## src/pr_macros.svh

```systemverilog
`ifndef PR_MACROS_SVH
`define PR_MACROS_SVH

// memory bus data and address width
`define PR_WORD_W 64

// fraction bits of a fixed-point score
`define PR_PREC 16

// entries in each internal FIFO
`define PR_FIFO_DEPTH 16

// one load cycle plus one cycle per quotient bit
`define PR_DIV_CYCLES 65

// soft-register address width
`define PR_SR_ADDR_W 32

// configuration registers, written by the host
`define PR_REG_N_VERT 32'h00
`define PR_REG_N_INEDGES 32'h08
`define PR_REG_VADDR 32'h10
`define PR_REG_IEADDR 32'h18
`define PR_REG_BUF0 32'h20
`define PR_REG_BUF1 32'h28
`define PR_REG_N_ROUNDS 32'h30
`define PR_REG_START 32'h38

// status registers, read only
`define PR_REG_ROUNDS_DONE 32'h40
`define PR_REG_VERT_LEFT 32'h48
`define PR_REG_EDGE_LEFT 32'h50

`endif
```

## src/pr_pkg.sv

```systemverilog
`include "pr_macros.svh"

package pr_pkg;

	// one bus word, used for data and byte addresses alike
	typedef logic [`PR_WORD_W-1:0] word_t;

	// vertex record as two consecutive words in memory
	// ie_offset sits at the lower address
	typedef struct packed {
		word_t ie_offset;
		word_t n_out;
	} vert_rec_t;

	// read stream tag, carried on ar_id and returned on r_id
	typedef enum logic [1:0] {
		RD_VERT = 2'd0,
		RD_EDGE = 2'd1,
		RD_SCORE = 2'd2
	} rd_id_e;

	// division request from the summation stage
	typedef struct packed {
		word_t sum;
		word_t n_out;
	} upd_req_t;

endpackage

```

## src/pr_intf.sv

```systemverilog
`timescale 1ns/1ps

// configuration and round handshake shared by all engine blocks
interface pr_cfg_if;
	pr_pkg::word_t n_vertices;
	pr_pkg::word_t n_inedges;
	pr_pkg::word_t v_base;
	pr_pkg::word_t ie_base;
	pr_pkg::word_t rd_base;
	pr_pkg::word_t wr_base;
	logic first_round;
	logic round_start;
	logic round_done;
	pr_pkg::word_t vert_left;
	pr_pkg::word_t edge_left;

	modport ctrl (
		output n_vertices, n_inedges, v_base, ie_base, rd_base, wr_base,
		output first_round, round_start,
		input round_done, vert_left, edge_left
	);

	modport fetch (
		input n_vertices, n_inedges, v_base, ie_base, rd_base, first_round, round_start,
		output vert_left, edge_left
	);

	modport accum (
		input n_vertices, n_inedges, round_start
	);

	modport update (
		input n_vertices, wr_base,
		output round_done
	);
endinterface


```

## src/pr_ctrl.sv

```systemverilog
`timescale 1ns/1ps
`include "pr_macros.svh"

module pr_ctrl (
	input logic clk,
	input logic rst,
	input logic sr_req_valid,
	input logic sr_req_write,
	input logic [`PR_SR_ADDR_W-1:0] sr_req_addr,
	input pr_pkg::word_t sr_req_data,
	output logic sr_resp_valid,
	output pr_pkg::word_t sr_resp_data,
	pr_cfg_if.ctrl cfg,
	output logic init_start,
	input logic init_done,
	output logic init_val_ok,
	output logic done
);
	typedef enum logic [1:0] {S_IDLE, S_INIT, S_LAUNCH, S_RUN} state_e;

	state_e state;
	pr_pkg::word_t n_rounds;
	pr_pkg::word_t rounds_done;
	pr_pkg::word_t buf0;
	pr_pkg::word_t buf1;
	logic wr_req;
	logic rd_req;
	logic start;

	assign wr_req = sr_req_valid && sr_req_write;
	assign rd_req = sr_req_valid && !sr_req_write;
	// a start while a run is in progress is ignored
	assign start = wr_req && (sr_req_addr == `PR_REG_START) && (state == S_IDLE);

	// host-written configuration
	always_ff @(posedge clk) begin
		if (wr_req) begin
			case (sr_req_addr)
				`PR_REG_N_VERT: cfg.n_vertices <= sr_req_data;
				`PR_REG_N_INEDGES: cfg.n_inedges <= sr_req_data;
				`PR_REG_VADDR: cfg.v_base <= sr_req_data;
				`PR_REG_IEADDR: cfg.ie_base <= sr_req_data;
				`PR_REG_BUF0: buf0 <= sr_req_data;
				`PR_REG_BUF1: buf1 <= sr_req_data;
				`PR_REG_N_ROUNDS: n_rounds <= sr_req_data;
				default: ;
			endcase
		end
	end

	// run sequencing
	// init division first, then one round_start per round
	always_ff @(posedge clk) begin
		if (rst) begin
			state <= S_IDLE;
			init_start <= 1'b0;
			init_val_ok <= 1'b0;
			cfg.round_start <= 1'b0;
			cfg.first_round <= 1'b0;
			rounds_done <= '0;
			done <= 1'b0;
		end else begin
			init_start <= 1'b0;
			cfg.round_start <= 1'b0;
			case (state)
				S_IDLE: begin
					if (start) begin
						init_start <= 1'b1;
						init_val_ok <= 1'b0;
						rounds_done <= '0;
						done <= 1'b0;
						cfg.first_round <= 1'b1;
						state <= S_INIT;
					end
				end
				S_INIT: begin
					if (init_done) begin
						init_val_ok <= 1'b1;
						state <= S_LAUNCH;
					end
				end
				S_LAUNCH: begin
					if (rounds_done == n_rounds) begin
						done <= 1'b1;
						cfg.first_round <= 1'b0;
						state <= S_IDLE;
					end else begin
						cfg.round_start <= 1'b1;
						state <= S_RUN;
					end
				end
				default: begin
					if (cfg.round_done) begin
						rounds_done <= rounds_done + 1'b1;
						cfg.first_round <= 1'b0;
						state <= S_LAUNCH;
					end
				end
			endcase
		end
	end

	// score buffers
	// round 1 reads buf0 and writes buf1, then they swap every round
	always_ff @(posedge clk) begin
		if (start) begin
			cfg.rd_base <= buf0;
			cfg.wr_base <= buf1;
		end else if (state == S_RUN && cfg.round_done) begin
			cfg.rd_base <= cfg.wr_base;
			cfg.wr_base <= cfg.rd_base;
		end
	end

	// status reads answer one cycle after the request
	always_ff @(posedge clk) begin
		if (rst)
			sr_resp_valid <= 1'b0;
		else
			sr_resp_valid <= rd_req;
	end

	always_ff @(posedge clk) begin
		if (rd_req) begin
			case (sr_req_addr)
				`PR_REG_ROUNDS_DONE: sr_resp_data <= rounds_done;
				`PR_REG_VERT_LEFT: sr_resp_data <= cfg.vert_left;
				`PR_REG_EDGE_LEFT: sr_resp_data <= cfg.edge_left;
				default: sr_resp_data <= '0;
			endcase
		end
	end
endmodule

```

## src/flat_wrapper.sv

```systemverilog
// flat-port wrapper written by rule: the top's interface ports become plain ports
module pr_ctrl_flat 
  (clk, rst, sr_req_valid, sr_req_write, sr_req_addr, sr_req_data, sr_resp_valid, sr_resp_data, init_start, init_done, init_val_ok, done, cfg_n_vertices, cfg_n_inedges, cfg_v_base, cfg_ie_base, cfg_rd_base, cfg_wr_base, cfg_first_round, cfg_round_start, cfg_round_done, cfg_vert_left, cfg_edge_left);
  pr_cfg_if cfg_i ();
  input logic clk;
  input logic rst;
  input logic sr_req_valid;
  input logic sr_req_write;
  input logic [`PR_SR_ADDR_W-1:0] sr_req_addr;
  input pr_pkg::word_t sr_req_data;
  output logic sr_resp_valid;
  output pr_pkg::word_t sr_resp_data;
  output logic init_start;
  input logic init_done;
  output logic init_val_ok;
  output logic done;
  output wire logic [$bits(cfg_i.n_vertices)-1:0] cfg_n_vertices;
  output wire logic [$bits(cfg_i.n_inedges)-1:0] cfg_n_inedges;
  output wire logic [$bits(cfg_i.v_base)-1:0] cfg_v_base;
  output wire logic [$bits(cfg_i.ie_base)-1:0] cfg_ie_base;
  output wire logic [$bits(cfg_i.rd_base)-1:0] cfg_rd_base;
  output wire logic [$bits(cfg_i.wr_base)-1:0] cfg_wr_base;
  output wire logic [$bits(cfg_i.first_round)-1:0] cfg_first_round;
  output wire logic [$bits(cfg_i.round_start)-1:0] cfg_round_start;
  input wire logic [$bits(cfg_i.round_done)-1:0] cfg_round_done;
  input wire logic [$bits(cfg_i.vert_left)-1:0] cfg_vert_left;
  input wire logic [$bits(cfg_i.edge_left)-1:0] cfg_edge_left;
  assign cfg_n_vertices = cfg_i.n_vertices;
  assign cfg_n_inedges = cfg_i.n_inedges;
  assign cfg_v_base = cfg_i.v_base;
  assign cfg_ie_base = cfg_i.ie_base;
  assign cfg_rd_base = cfg_i.rd_base;
  assign cfg_wr_base = cfg_i.wr_base;
  assign cfg_first_round = cfg_i.first_round;
  assign cfg_round_start = cfg_i.round_start;
  assign cfg_i.round_done = cfg_round_done;
  assign cfg_i.vert_left = cfg_vert_left;
  assign cfg_i.edge_left = cfg_edge_left;
  pr_ctrl u_core (.clk(clk), .rst(rst), .sr_req_valid(sr_req_valid), .sr_req_write(sr_req_write), .sr_req_addr(sr_req_addr), .sr_req_data(sr_req_data), .sr_resp_valid(sr_resp_valid), .sr_resp_data(sr_resp_data), .cfg(cfg_i), .init_start(init_start), .init_done(init_done), .init_val_ok(init_val_ok), .done(done));
endmodule
```

## config.mk

```make
export PLATFORM = sky130hd
export DESIGN_NAME = pr_ctrl_flat
export DESIGN_NICKNAME = d
export VERILOG_FILES = /design/src/pr_pkg.sv /design/src/pr_intf.sv /design/src/pr_ctrl.sv /design/src/flat_wrapper.sv
export VERILOG_INCLUDE_DIRS = /design/src
export SDC_FILE = /design/constraint.sdc
export NUM_CORES = 1
export LEC_CHECK = 0
export BUFFER_PORTS_ARGS = -buffer_cell sky130_fd_sc_hd__buf_2
export CORE_AREA = 3 3 262 264
export CTS_CLUSTER_SIZE = 10
export DETAILED_ROUTE_END_ITERATION = 6
export DIE_AREA = 0 0 265 267
export GPL_TIMING_DRIVEN = 1
export PLACE_DENSITY = 0.66
export RECOVER_POWER = 100
export SYNTH_ARGS = -nofsm -noshare
export SYNTH_HDL_FRONTEND = slang
export SYNTH_SLANG_ARGS = --single-unit
```

## constraint.sdc

```tcl
create_clock -name clk -period 6.1 [get_ports clk]
set_clock_uncertainty 0.1 [all_clocks]
set_input_delay 0 -clock clk [delete_from_list [all_inputs] [get_ports clk]]
set_output_delay 0 -clock clk [all_outputs]
set_load 0.005 [all_outputs]
```

==> results by stage, run 1 <==
Run status:
- The flow ran to the end, but the final reports show violations.
- The final reports fail on DRC, capacitance limit, slew limit.

Logic synthesis:
- The synthesized netlist devotes 2.88% of its cell area to XOR and XNOR gates.
- edfxtp_1 takes more of the synthesized area than any other cell.
- The portion of synthesized area spent on multiplexers is 5.65%.
- The number of nets in the synthesized netlist is 1767.
- In this run the biggest area consumer among cell types represents 72.7% of the synthesized area.
- The sequential-to-total area share from yosys stat is 78.2%.
- The synthesized design contains 712 register bits.
- The netlist uses 55 different library cells.
- The adder and majority gate portion of the synthesized area is 0.237%.
- During synthesis, Yosys emitted a total of 0 warnings.
- The top flip-flop cell by instance count after synthesis is edfxtp_1.
- In the synthesized netlist the async set-or-reset flop fraction comes to 0%.
- After technology mapping, the gate count stands at 1532.
- The cell area after synthesis is 0.0264 mm2.
- By area the synthesized netlist is led by edfxtp_1, mux2_2, dfxtp_1.
- The fraction of the mapped netlist area in compound gates is 5.02%.
- The average footprint of a synthesized cell is 17.2 um2.
- The post-synthesis simple-gate area fraction is 5.76%.
- By area, the combinational part of the netlist is dominated by simple AND/OR/NAND/NOR gates.
- Yosys mapped a number of flops with a built-in enable equal to 640.

Cells and area:
- Relative to the synthesized area, the layout overhead comes to 30.5%.
- The multi-input combinational cells in the finished layout cover a total of 0.00517 mm2.
- The library cells used most frequently in the layout, excluding fill and tap cells, are edfxtp_1, clkbuf_1, buf_2.
- Of the cells placed in the final design, the portion with a size suffix greater than 1 is 20.0%.
- In the final design database the tool counted 2673 nets.
- The filler cell count in the final layout is 5716.
- Leaving out fill and tap cells, the most frequent cell in the layout is edfxtp_1.
- Across the whole layout, storage elements account for 0.0207 mm2.

Routing:
- The iteration count of the initial detailed-routing pass is 7.
- The detailed-route DRC error count is 7.
- Summing over every cut layer, the via total after detailed routing is 18000.
- The first routing iteration left 1859 violations.
- The number of nets with antenna violations after routing is 0.
- The routed via count divided by cell count is 5.38.
- The final layout contains routed wiring with a total length of 84.4 mm.
- After detailed routing, the average wire length per cell comes to 25.3 um.

Clock tree:
- The number of CTS-inserted buffers is 83.
- After clock tree synthesis, the clock-pin slew on the worst setup and hold paths is 0.05 ns.
- The root buffer cell is clkbuf_16.
- The H-tree was split into 3 levels.
- The maximum count of clock buffers along a single path is 3.
- The later pin in the worst-skew pair is clocked with a latency of 0.62 ns.
- The clock tree from TritonCTS is yes.
- Clock tree synthesis found a total of 712 sinks.

Timing:
- The post-route setup TNS is 0 ns.
- Measured against its own limit, the worst slew margin works out to -184%.
- Setup violations remaining at the end of the flow were counted as 0.
- The final number of max-transition violations is 759.
- Setup repair after global routing left no endpoint under its margin.
- The portion of the clock cycle consumed by the worst path in the final layout is 75.9%.
- The clock period minus worst slack is 4.63 ns.
- Derived from the worst setup path, the maximum achievable clock frequency is 0.216 GHz.
- The actual transition at the worst max-transition pin is 4.27 ns.
- The number of hold violations in the final report came to 0.

Placed design:
- After legalization and detailed placement, the total HPWL measured 58.7 mm.
- At the end of routability-driven placement, the weighted congestion stood at 0.905.
- Port buffering added 683 buffers.

Global route:
- The number of global-route vias before repair is 18700.
- The first global-routing pass estimated 121 mm of wire.
- Summed over all layers, the global routing overflow is 0.
- The number of antenna violations at the first check in global routing was 3.
- Entering global routing, the biggest net connects 66 pins.
- In the global route stage, overall resource usage came out at 23.1%.

Worst setup path:
- Counting both buffers and inverters, the worst setup path holds a total of 2.
- STA classifies the critical path startpoint as a flop.
- Grouping stages by cell kind, the critical path spends the most delay in buffers and inverters.
- The worst setup path is of the flop to flop kind.
- In this run the worst path has a maximum fanout of 64.
- The arrival time reported for the critical path endpoint is 4.88 ns.
- Traced cell by cell, the critical path runs through inv_1 > ha_1 > nand2_4 > clkbuf_1 > mux2_2.
- On the worst path, the slowest cell contributes a delay of 2.55 ns.
- The worst setup path is captured at a flop.
- On the critical path, the stage with the largest delay is an instance of clkbuf_1.
- The required arrival time at the worst endpoint is 6.35 ns.

Power and ir drop:
- The standby leakage power is 10.8 nW.
- The cell area power density is 292 mW/mm2.
- The worst voltage drop across the vdd grid is 0.240 mV.
- The design draws 0.0101 W.

Floorplan:
- The die span in x is 265 um.
- From bottom edge to top edge, the die measures 267 um.
- The initial utilization of the core area, before any placement, comes to 39.6%.
- The initialized floorplan defines 95 standard-cell rows.
- The core region area is 0.0668 mm2.
- The boundary pin count is 684.
- The floorplan step defined a die boundary enclosing 0.0708 mm2.

Run:
- The number of max-cap violations is 18.

Hold path:
- The min-delay analysis places its worst path in the category primary input to flop.
[Yosys cell counts (3+ instances only)]
library cell  count
or4_1            20
and4_1           10
a211oi_1          7
and3_1            7
nand3_1          29
nand2b_1          4
o211ai_1          5
a2111oi_0         3
mux2_2          129
dfxtp_1          72
xnor2_1          76
o21ai_0          14
mux2i_1           4
a21oi_1          39
nand2_1          46
edfxtp_1        640
and2_1            4
inv_1            75
a222oi_1         64
nor3_1           18
nor4_1           17
nand4_1          37
nor2_1           40
ha_1              5
or3_1            21
o31ai_1          16
buf_1            11
clkbuf_1         63
o2111ai_1         8
xor2_1           11
nor3b_1           4
buf_2             6
[cells by family after synthesis]
family | count (synthesis)
adders and majority gates | 5
xor gates and xnor gates | 87
DFF | 712
AOI/OAI and AO/OA | 168
buffers and inverters | 156
muxes | 133
and+or+nand+nor | 271
[per-layer routing]
layer / part of all wire [%] / routed length, um / track usage, % / vias to the layer above
met5: 0 / 0 / 0 / -
met4: 4.3 / 3650 / 10.9 / 0
met3: 7.2 / 6060 / 5.21 / 180
met2: 50 / 42400 / 39.6 / 975
met1: 38 / 32300 / 27.7 / 8987
li1: - / - / - / 7832
[metrics by stage]
step	hold slack (ns)	worst slack [ns]	cell area (um2)	util, %	cells
final	0.0541	1.47	34500	51.6	3342
after global routing	0.0822	1.16	34500	51.6	3341
after CTS	0.000217	2.61	35100	52.6	3338
after detailed placement	0.177	2.52	30900	46.2	3029
after global placement	0.172	2.71	30900	46.2	3029
after floorplan	-0.00113	0.165	26400	-	1532
[power breakdown]
part / total [W] / switching, W / internal, W
logic: 0.000383 / 0.000227 / 0.000157
clock network: 0.00434 / 0.00186 / 0.00248
registers: 0.00536 / 0.0000231 / 0.00534
total: 0.0101 / 0.00211 / 0.00797
[worst paths after layout]
path	start	endpoint	slack, ns	cells after the start
min	sr_req_addr[28]	u_core.init_start	0.05	5
max reg2reg	u_core.state[0]	u_core.cfg.wr_base[56]	1.47	5
max	u_core.state[0]	u_core.cfg.wr_base[56]	1.47	5
min reg2reg	u_core.buf0[22]	u_core.cfg.rd_base[22]	0.44	1
[layout make-up]
| cell class | count | share of cell area, % |
|---|---|---|
| Timing Repair Buffer | 902 | 14.4 |
| Inverter | 75 | 0.816 |
| Multi-Input combinational cell | 664 | 15.0 |
| Sequential cell | 712 | 59.9 |
| Clock inverter | 12 | 0.406 |
| Antenna cell | 4 | 0.0290 |
| Clock buffer | 100 | 6.24 |
| Tap cell | 873 | 3.17 |
[registers in the layout (all words and copies together) (netlist names), 2 cells and up]
| signal | count |
|---|---|
| u_core.cfg.n_vertices | 64 |
| u_core.cfg.v_base | 64 |
| u_core.state | 2 |
| u_core.cfg.ie_base | 64 |
| u_core.buf1 | 64 |
| u_core.buf0 | 64 |
| u_core.cfg.wr_base | 64 |
| u_core.rounds_done | 64 |
| u_core.cfg.rd_base | 64 |
| u_core.cfg.n_inedges | 64 |
| u_core.sr_resp_data | 64 |
| u_core.n_rounds | 64 |
[tightest hold or removal path, delay by kind of cell]
| kind | cells | cell delay [ns] |
|---|---|---|
| and+or+nand+nor | 4 | 0.64 |
| buffers and inverters | 1 | 0.07 |
[what timing repair did]
action                                  4_1_cts  5_1_grt
hold buffers                                197        0
hold endpoints to repair                    530        0
gates resized for setup                       0        0
endpoints found under the setup margin        0        0
setup buffers                                 0        0
Note: power is estimated with default switching activity, not from simulation.
==> run 2, diff against run 1 <==
--- a/config.mk
+++ b/config.mk
@@ -6,13 +6,14 @@
 export SDC_FILE = /design/constraint.sdc
 export NUM_CORES = 1
 export LEC_CHECK = 0
+export ABC_AREA = 1
 export BUFFER_PORTS_ARGS = -buffer_cell sky130_fd_sc_hd__buf_2
-export CORE_AREA = 3 3 262 264
+export CORE_AREA = 3 3 263 265
 export CTS_CLUSTER_SIZE = 10
 export DETAILED_ROUTE_END_ITERATION = 6
-export DIE_AREA = 0 0 265 267
+export DIE_AREA = 0 0 266 268
 export GPL_TIMING_DRIVEN = 1
-export PLACE_DENSITY = 0.66
+export PLACE_DENSITY = 0.69
 export RECOVER_POWER = 100
 export SYNTH_ARGS = -nofsm -noshare
 export SYNTH_HDL_FRONTEND = slang
==> constraint.sdc (replaced) <==
create_clock -name clk -period 4.2 [get_ports clk]
set_clock_uncertainty 0.1 [all_clocks]
set_input_delay 0 -clock clk [delete_from_list [all_inputs] [get_ports clk]]
set_output_delay 0 -clock clk [all_outputs]
set_load 0.005 [all_outputs]
==> results by stage, run 2 <==
Hold path:
- The worst hold-check path type is primary input to flop (unchanged).

Floorplan:
- The die span in x is 266 um (was 265 um).
- The height of the chip is 268 um (was 267 um).
- The core region area came to 0.0670 mm2 (was 0.0668 mm2).
- The overall die area came to 0.0713 mm2 (was 0.0708 mm2).
- The count of standard-cell rows is 95 (unchanged).
- The starting density of the core was 42.2% (was 39.6%).
- The boundary pin count is 684 (unchanged).

Cells and area:
- The leading cell type in the layout, fill and taps excluded is edfxtp_1 (unchanged).
- The area added between synthesis and finish was 28.3% (was 30.5%).
- The register area is 0.0207 mm2 (unchanged).
- The summed area of non-filler cells in the final layout is 0.0363 mm2 (was 0.0345 mm2).
- Leading cell types in the layout, fill and taps excluded: edfxtp_1, nand2_1, clkbuf_1 (was edfxtp_1, clkbuf_1, buf_2).
- The post-route non-filler standard cell count was 4033 (was 3342).
- The filler cell count in the final layout was 5785 (was 5716).
- The final layout net count is 3337 (was 2673).
- The fraction of layout cells with a size suffix above 1 is 13.6% (was 20.0%).
- The multi-input combinational cell area was 0.00622 mm2 (was 0.00517 mm2).

Clock tree:
- The clock tree from TritonCTS is yes (unchanged).
- The maximum count of clock buffers along a single path is 3 (unchanged).
- The number of H-tree branching levels was 3 (unchanged).
- The sink count of the clock tree was 712 (unchanged).
- The number of setup buffers added after CTS is 0 (unchanged).
- The number of hold buffers added after CTS is 202 (was 197).
- The latest clock arrival within the worst-skew pair is 0.63 ns (was 0.62 ns).
- The number of CTS-inserted buffers is 83 (unchanged).
- The root buffer cell was clkbuf_16 (unchanged).
- The number of gates resized after CTS was 0 (unchanged).
- The post-CTS clock slew at the launch and capture registers of the worst setup and hold paths is 0.06 ns (was 0.05 ns).

Worst setup path:
- The start-to-end type of the worst setup path was primary input to flop (was flop to flop).
- The kind of capture point of the worst setup path is a flop (unchanged).
- By instance count, the cell type seen most on the critical path is dlygate4sd3_1.
- The arrival time reported for the critical path endpoint is 3.93 ns (was 4.88 ns).
- The critical path startpoint category is a primary input (was flop).
- Worst path cell trace: dlygate4sd3_1 > buf_2 > inv_1 > nor3_1 > nand3_1 > clkbuf_1 > o221ai_1 > dlygate4sd3_1 (was inv_1 > ha_1 > nand2_4 > clkbuf_1 > mux2_2).
- The worst-path cell with the longest stage delay is nand3_1 (was clkbuf_1).
- The worst-case register-to-register setup slack is 0.72 ns (was 1.47 ns).
- The end of the worst register-to-register path was u_core.cfg.rd_base[47] (was u_core.cfg.wr_base[56]).
- The peak per-stage delay on the critical path was 1.30 ns (was 2.55 ns).
- The required arrival time at the worst endpoint is 4.57 ns (was 6.35 ns).
- The worst setup path endpoint is u_core.sr_resp_data[41] (was u_core.cfg.wr_base[56]).
- The launch point of the worst reg-to-reg path is u_core.state[0] (unchanged).
- The depth of the worst register-to-register path was 5 (unchanged).
- The maximum fanout count along the critical path was 37 (was 64).
- The launching instance or port of the critical path is sr_req_addr[6] (was u_core.state[0]).

Global route:
- The aggregate global routing overflow is 0 (unchanged).
- The overall routing resource usage is 25.2% (was 23.1%).
- The pin count of the biggest net entering global routing was 75 (was 66).
- The number of global-route vias before repair is 21300 (was 18700).
- The wire length of the first global-routing pass is 135 mm (was 121 mm).
- The number of antenna violations at the first check in global routing was 4 (was 3).

Timing:
- The final number of max-transition violations is 706 (was 759).
- The setup violation total in the final timing report is 0 (unchanged).
- The portion of the clock cycle consumed by the worst path in the final layout is 84.7%.
- The actual transition at the worst max-transition pin is 2.84 ns (was 4.27 ns).
- The worst path needs 3.56 ns of the cycle, external delays included.
- The relative slew slack is -89.5% (was -184%).
- The final hold slack is 0.0593 ns (was 0.0541 ns).
- The number of hold violations in the final report is 0 (unchanged).
- RSZ-0062 raised after global routing: false (unchanged).
- The highest attainable clock frequency is 0.281 GHz.

Routing:
- The iteration count of the initial detailed-routing pass is 7 (unchanged).
- The number of design-rule violations left by the first detailed-router iteration is 1778 (was 1859).
- The routed via count divided by cell count came to 5.15 (was 5.38).
- The sum of routed wire length over all layers is 92.6 mm (was 84.4 mm).
- The average routed wire per standard cell is 23.0 um (was 25.3 um).
- The detailed-route DRC error count was 0 (was 7).
- The vias after detailed routing came to 20800 (was 18000).
- The number of nets with antenna violations after routing came to 0 (unchanged).

Placed design:
- The count of buffers from port buffering is 683 (unchanged).
- The placed instance area is 0.0328 mm2 (was 0.0309 mm2).
- The number of placed instances with taps included is 3688 (was 3029).
- The final weighted congestion in routability-driven placement is 0.920 (was 0.905).
- The HPWL after detailed placement is 65.3 mm (was 58.7 mm).

Logic synthesis:
- The top flip-flop cell by instance count after synthesis is edfxtp_1 (unchanged).
- The library cell with the largest summed area after synthesis is edfxtp_1 (unchanged).
- The average footprint of a synthesized cell is 13.1 um2 (was 17.2 um2).
- The Yosys warning count is 0 (unchanged).
- The unique cell type count in the Yosys netlist came to 35 (was 55).
- Leading post-synthesis cells by instance count: edfxtp_1, nand2_1, inv_1 (was edfxtp_1, mux2_2, xnor2_1).
- The number of cells produced by synthesis is 2167 (was 1532).
- The cell area after synthesis is 0.0283 mm2 (was 0.0264 mm2).
- The share of the synthesized area in the top cell type is 67.9% (was 72.7%).
- The number of enable flip-flop cells after synthesis is 640 (unchanged).
- The sequential-to-total area share from yosys stat came to 73.0% (was 78.2%).
- The post-synthesis register bit count is 712 (unchanged).
- Top cells by area in the synthesized netlist: edfxtp_1, nand2_1, dfxtp_1 (was edfxtp_1, mux2_2, dfxtp_1).
- The most frequent cell after synthesis is edfxtp_1 (unchanged).
- The synthesized net count is 2402 (was 1767).
- The fraction of synthesis flops using an asynchronous set or reset pin is 0% (unchanged).

Run status:
- Violated checks: capacitance limit, slew limit (was DRC, capacitance limit, slew limit).
- Outcome: finished with violations (unchanged).

Power and ir drop:
- The standby leakage power is 12.4 nW (was 10.8 nW).
- The cell area power density came to 425 mW/mm2 (was 292 mW/mm2).
- The worst voltage drop across the vdd grid came to 0.407 mV (was 0.240 mV).

Run:
- The number of max-cap violations is 16 (was 18).
run 2: power breakdown:
part	switching [W]	internal [W]	leakage (nW)	total, W
Clock	0.00281	0.00373	1.15	0.00654
Sequential	0.0000271	0.00775	5.98	0.00778
Combinational	0.000807	0.000297	5.31	0.00110
Total	0.00365	0.0118	12.4	0.0154
run 2: stage by stage:
stage                     TNS, ns  utilization [%]  power, W  setup slack (ns)
after floorplan           -262.85                -   0.00851             -1.42
after detailed placement        0             48.9   0.00892             0.792
final                           0             54.1    0.0154             0.645
after global routing            0             54.1    0.0160             0.412
after CTS                       0             55.5    0.0156             0.774
after global placement          0             48.9   0.00889             0.962
run 2: worst max-delay path: cells and delay by family:
kind                   cells  cell delay (ns)
AND/OR/NAND/NOR            2             1.57
buffers and inverters      5             1.99
AO/OA/AOI/OAI              1             0.33
run 2: cells by family (layout without fill, tap and decap cells):
group                    Yosys count  in the layout  synth area share [%]
AO/OA/AOI/OAI                    142            142                  3.37
XOR/XNOR                          17             17                 0.526
adder cells (fa/ha/maj)            5              5                 0.221
buffers and inverters            294           1285                  4.28
flip-flops                       712            712                  73.0
multiplexers                     128            128                  5.93
other                              0              2                     0
AND/OR/NAND/NOR                  869            869                  12.7
run 2: cell type report:
| class | count | area share [%] |
|---|---|---|
| antenna | 2 | 0.0138 |
| clock buffer | 128 | 6.25 |
| clock inverter | 13 | 0.372 |
| inverter | 238 | 2.46 |
| multi-input combinational | 1161 | 17.1 |
| sequential | 712 | 56.9 |
| tap | 873 | 3.01 |
| timing repair buffer | 906 | 13.8 |
run 2: worst min path at each step:
stage                              end      startpoint  cells past startpoint  slack (ns)
6_report         u_core.cfg.ie_base[8]  sr_req_addr[5]                      4        0.06
3_5_place_dp      u_core.sr_resp_valid    sr_req_write                      2        0.15
5_1_grt          u_core.cfg.ie_base[8]  sr_req_addr[5]                      4        0.06
3_3_place_gp      u_core.sr_resp_valid    sr_req_write                      2        0.14
2_1_floorplan     u_core.sr_resp_valid    sr_req_write                      1       -0.02
4_1_cts        u_core.cfg.n_inedges[6]  sr_req_addr[7]                      4        0.01
run 2: layer usage:
metal | wire length, um | GRT usage (%) | part of all wire (%)
met1 | 37600 | 32.3 | 41
met2 | 44900 | 42.3 | 49
met3 | 6690 | 5.35 | 7.2
met4 | 3300 | 9.96 | 3.6
met5 | 23 | 0 | 0.025
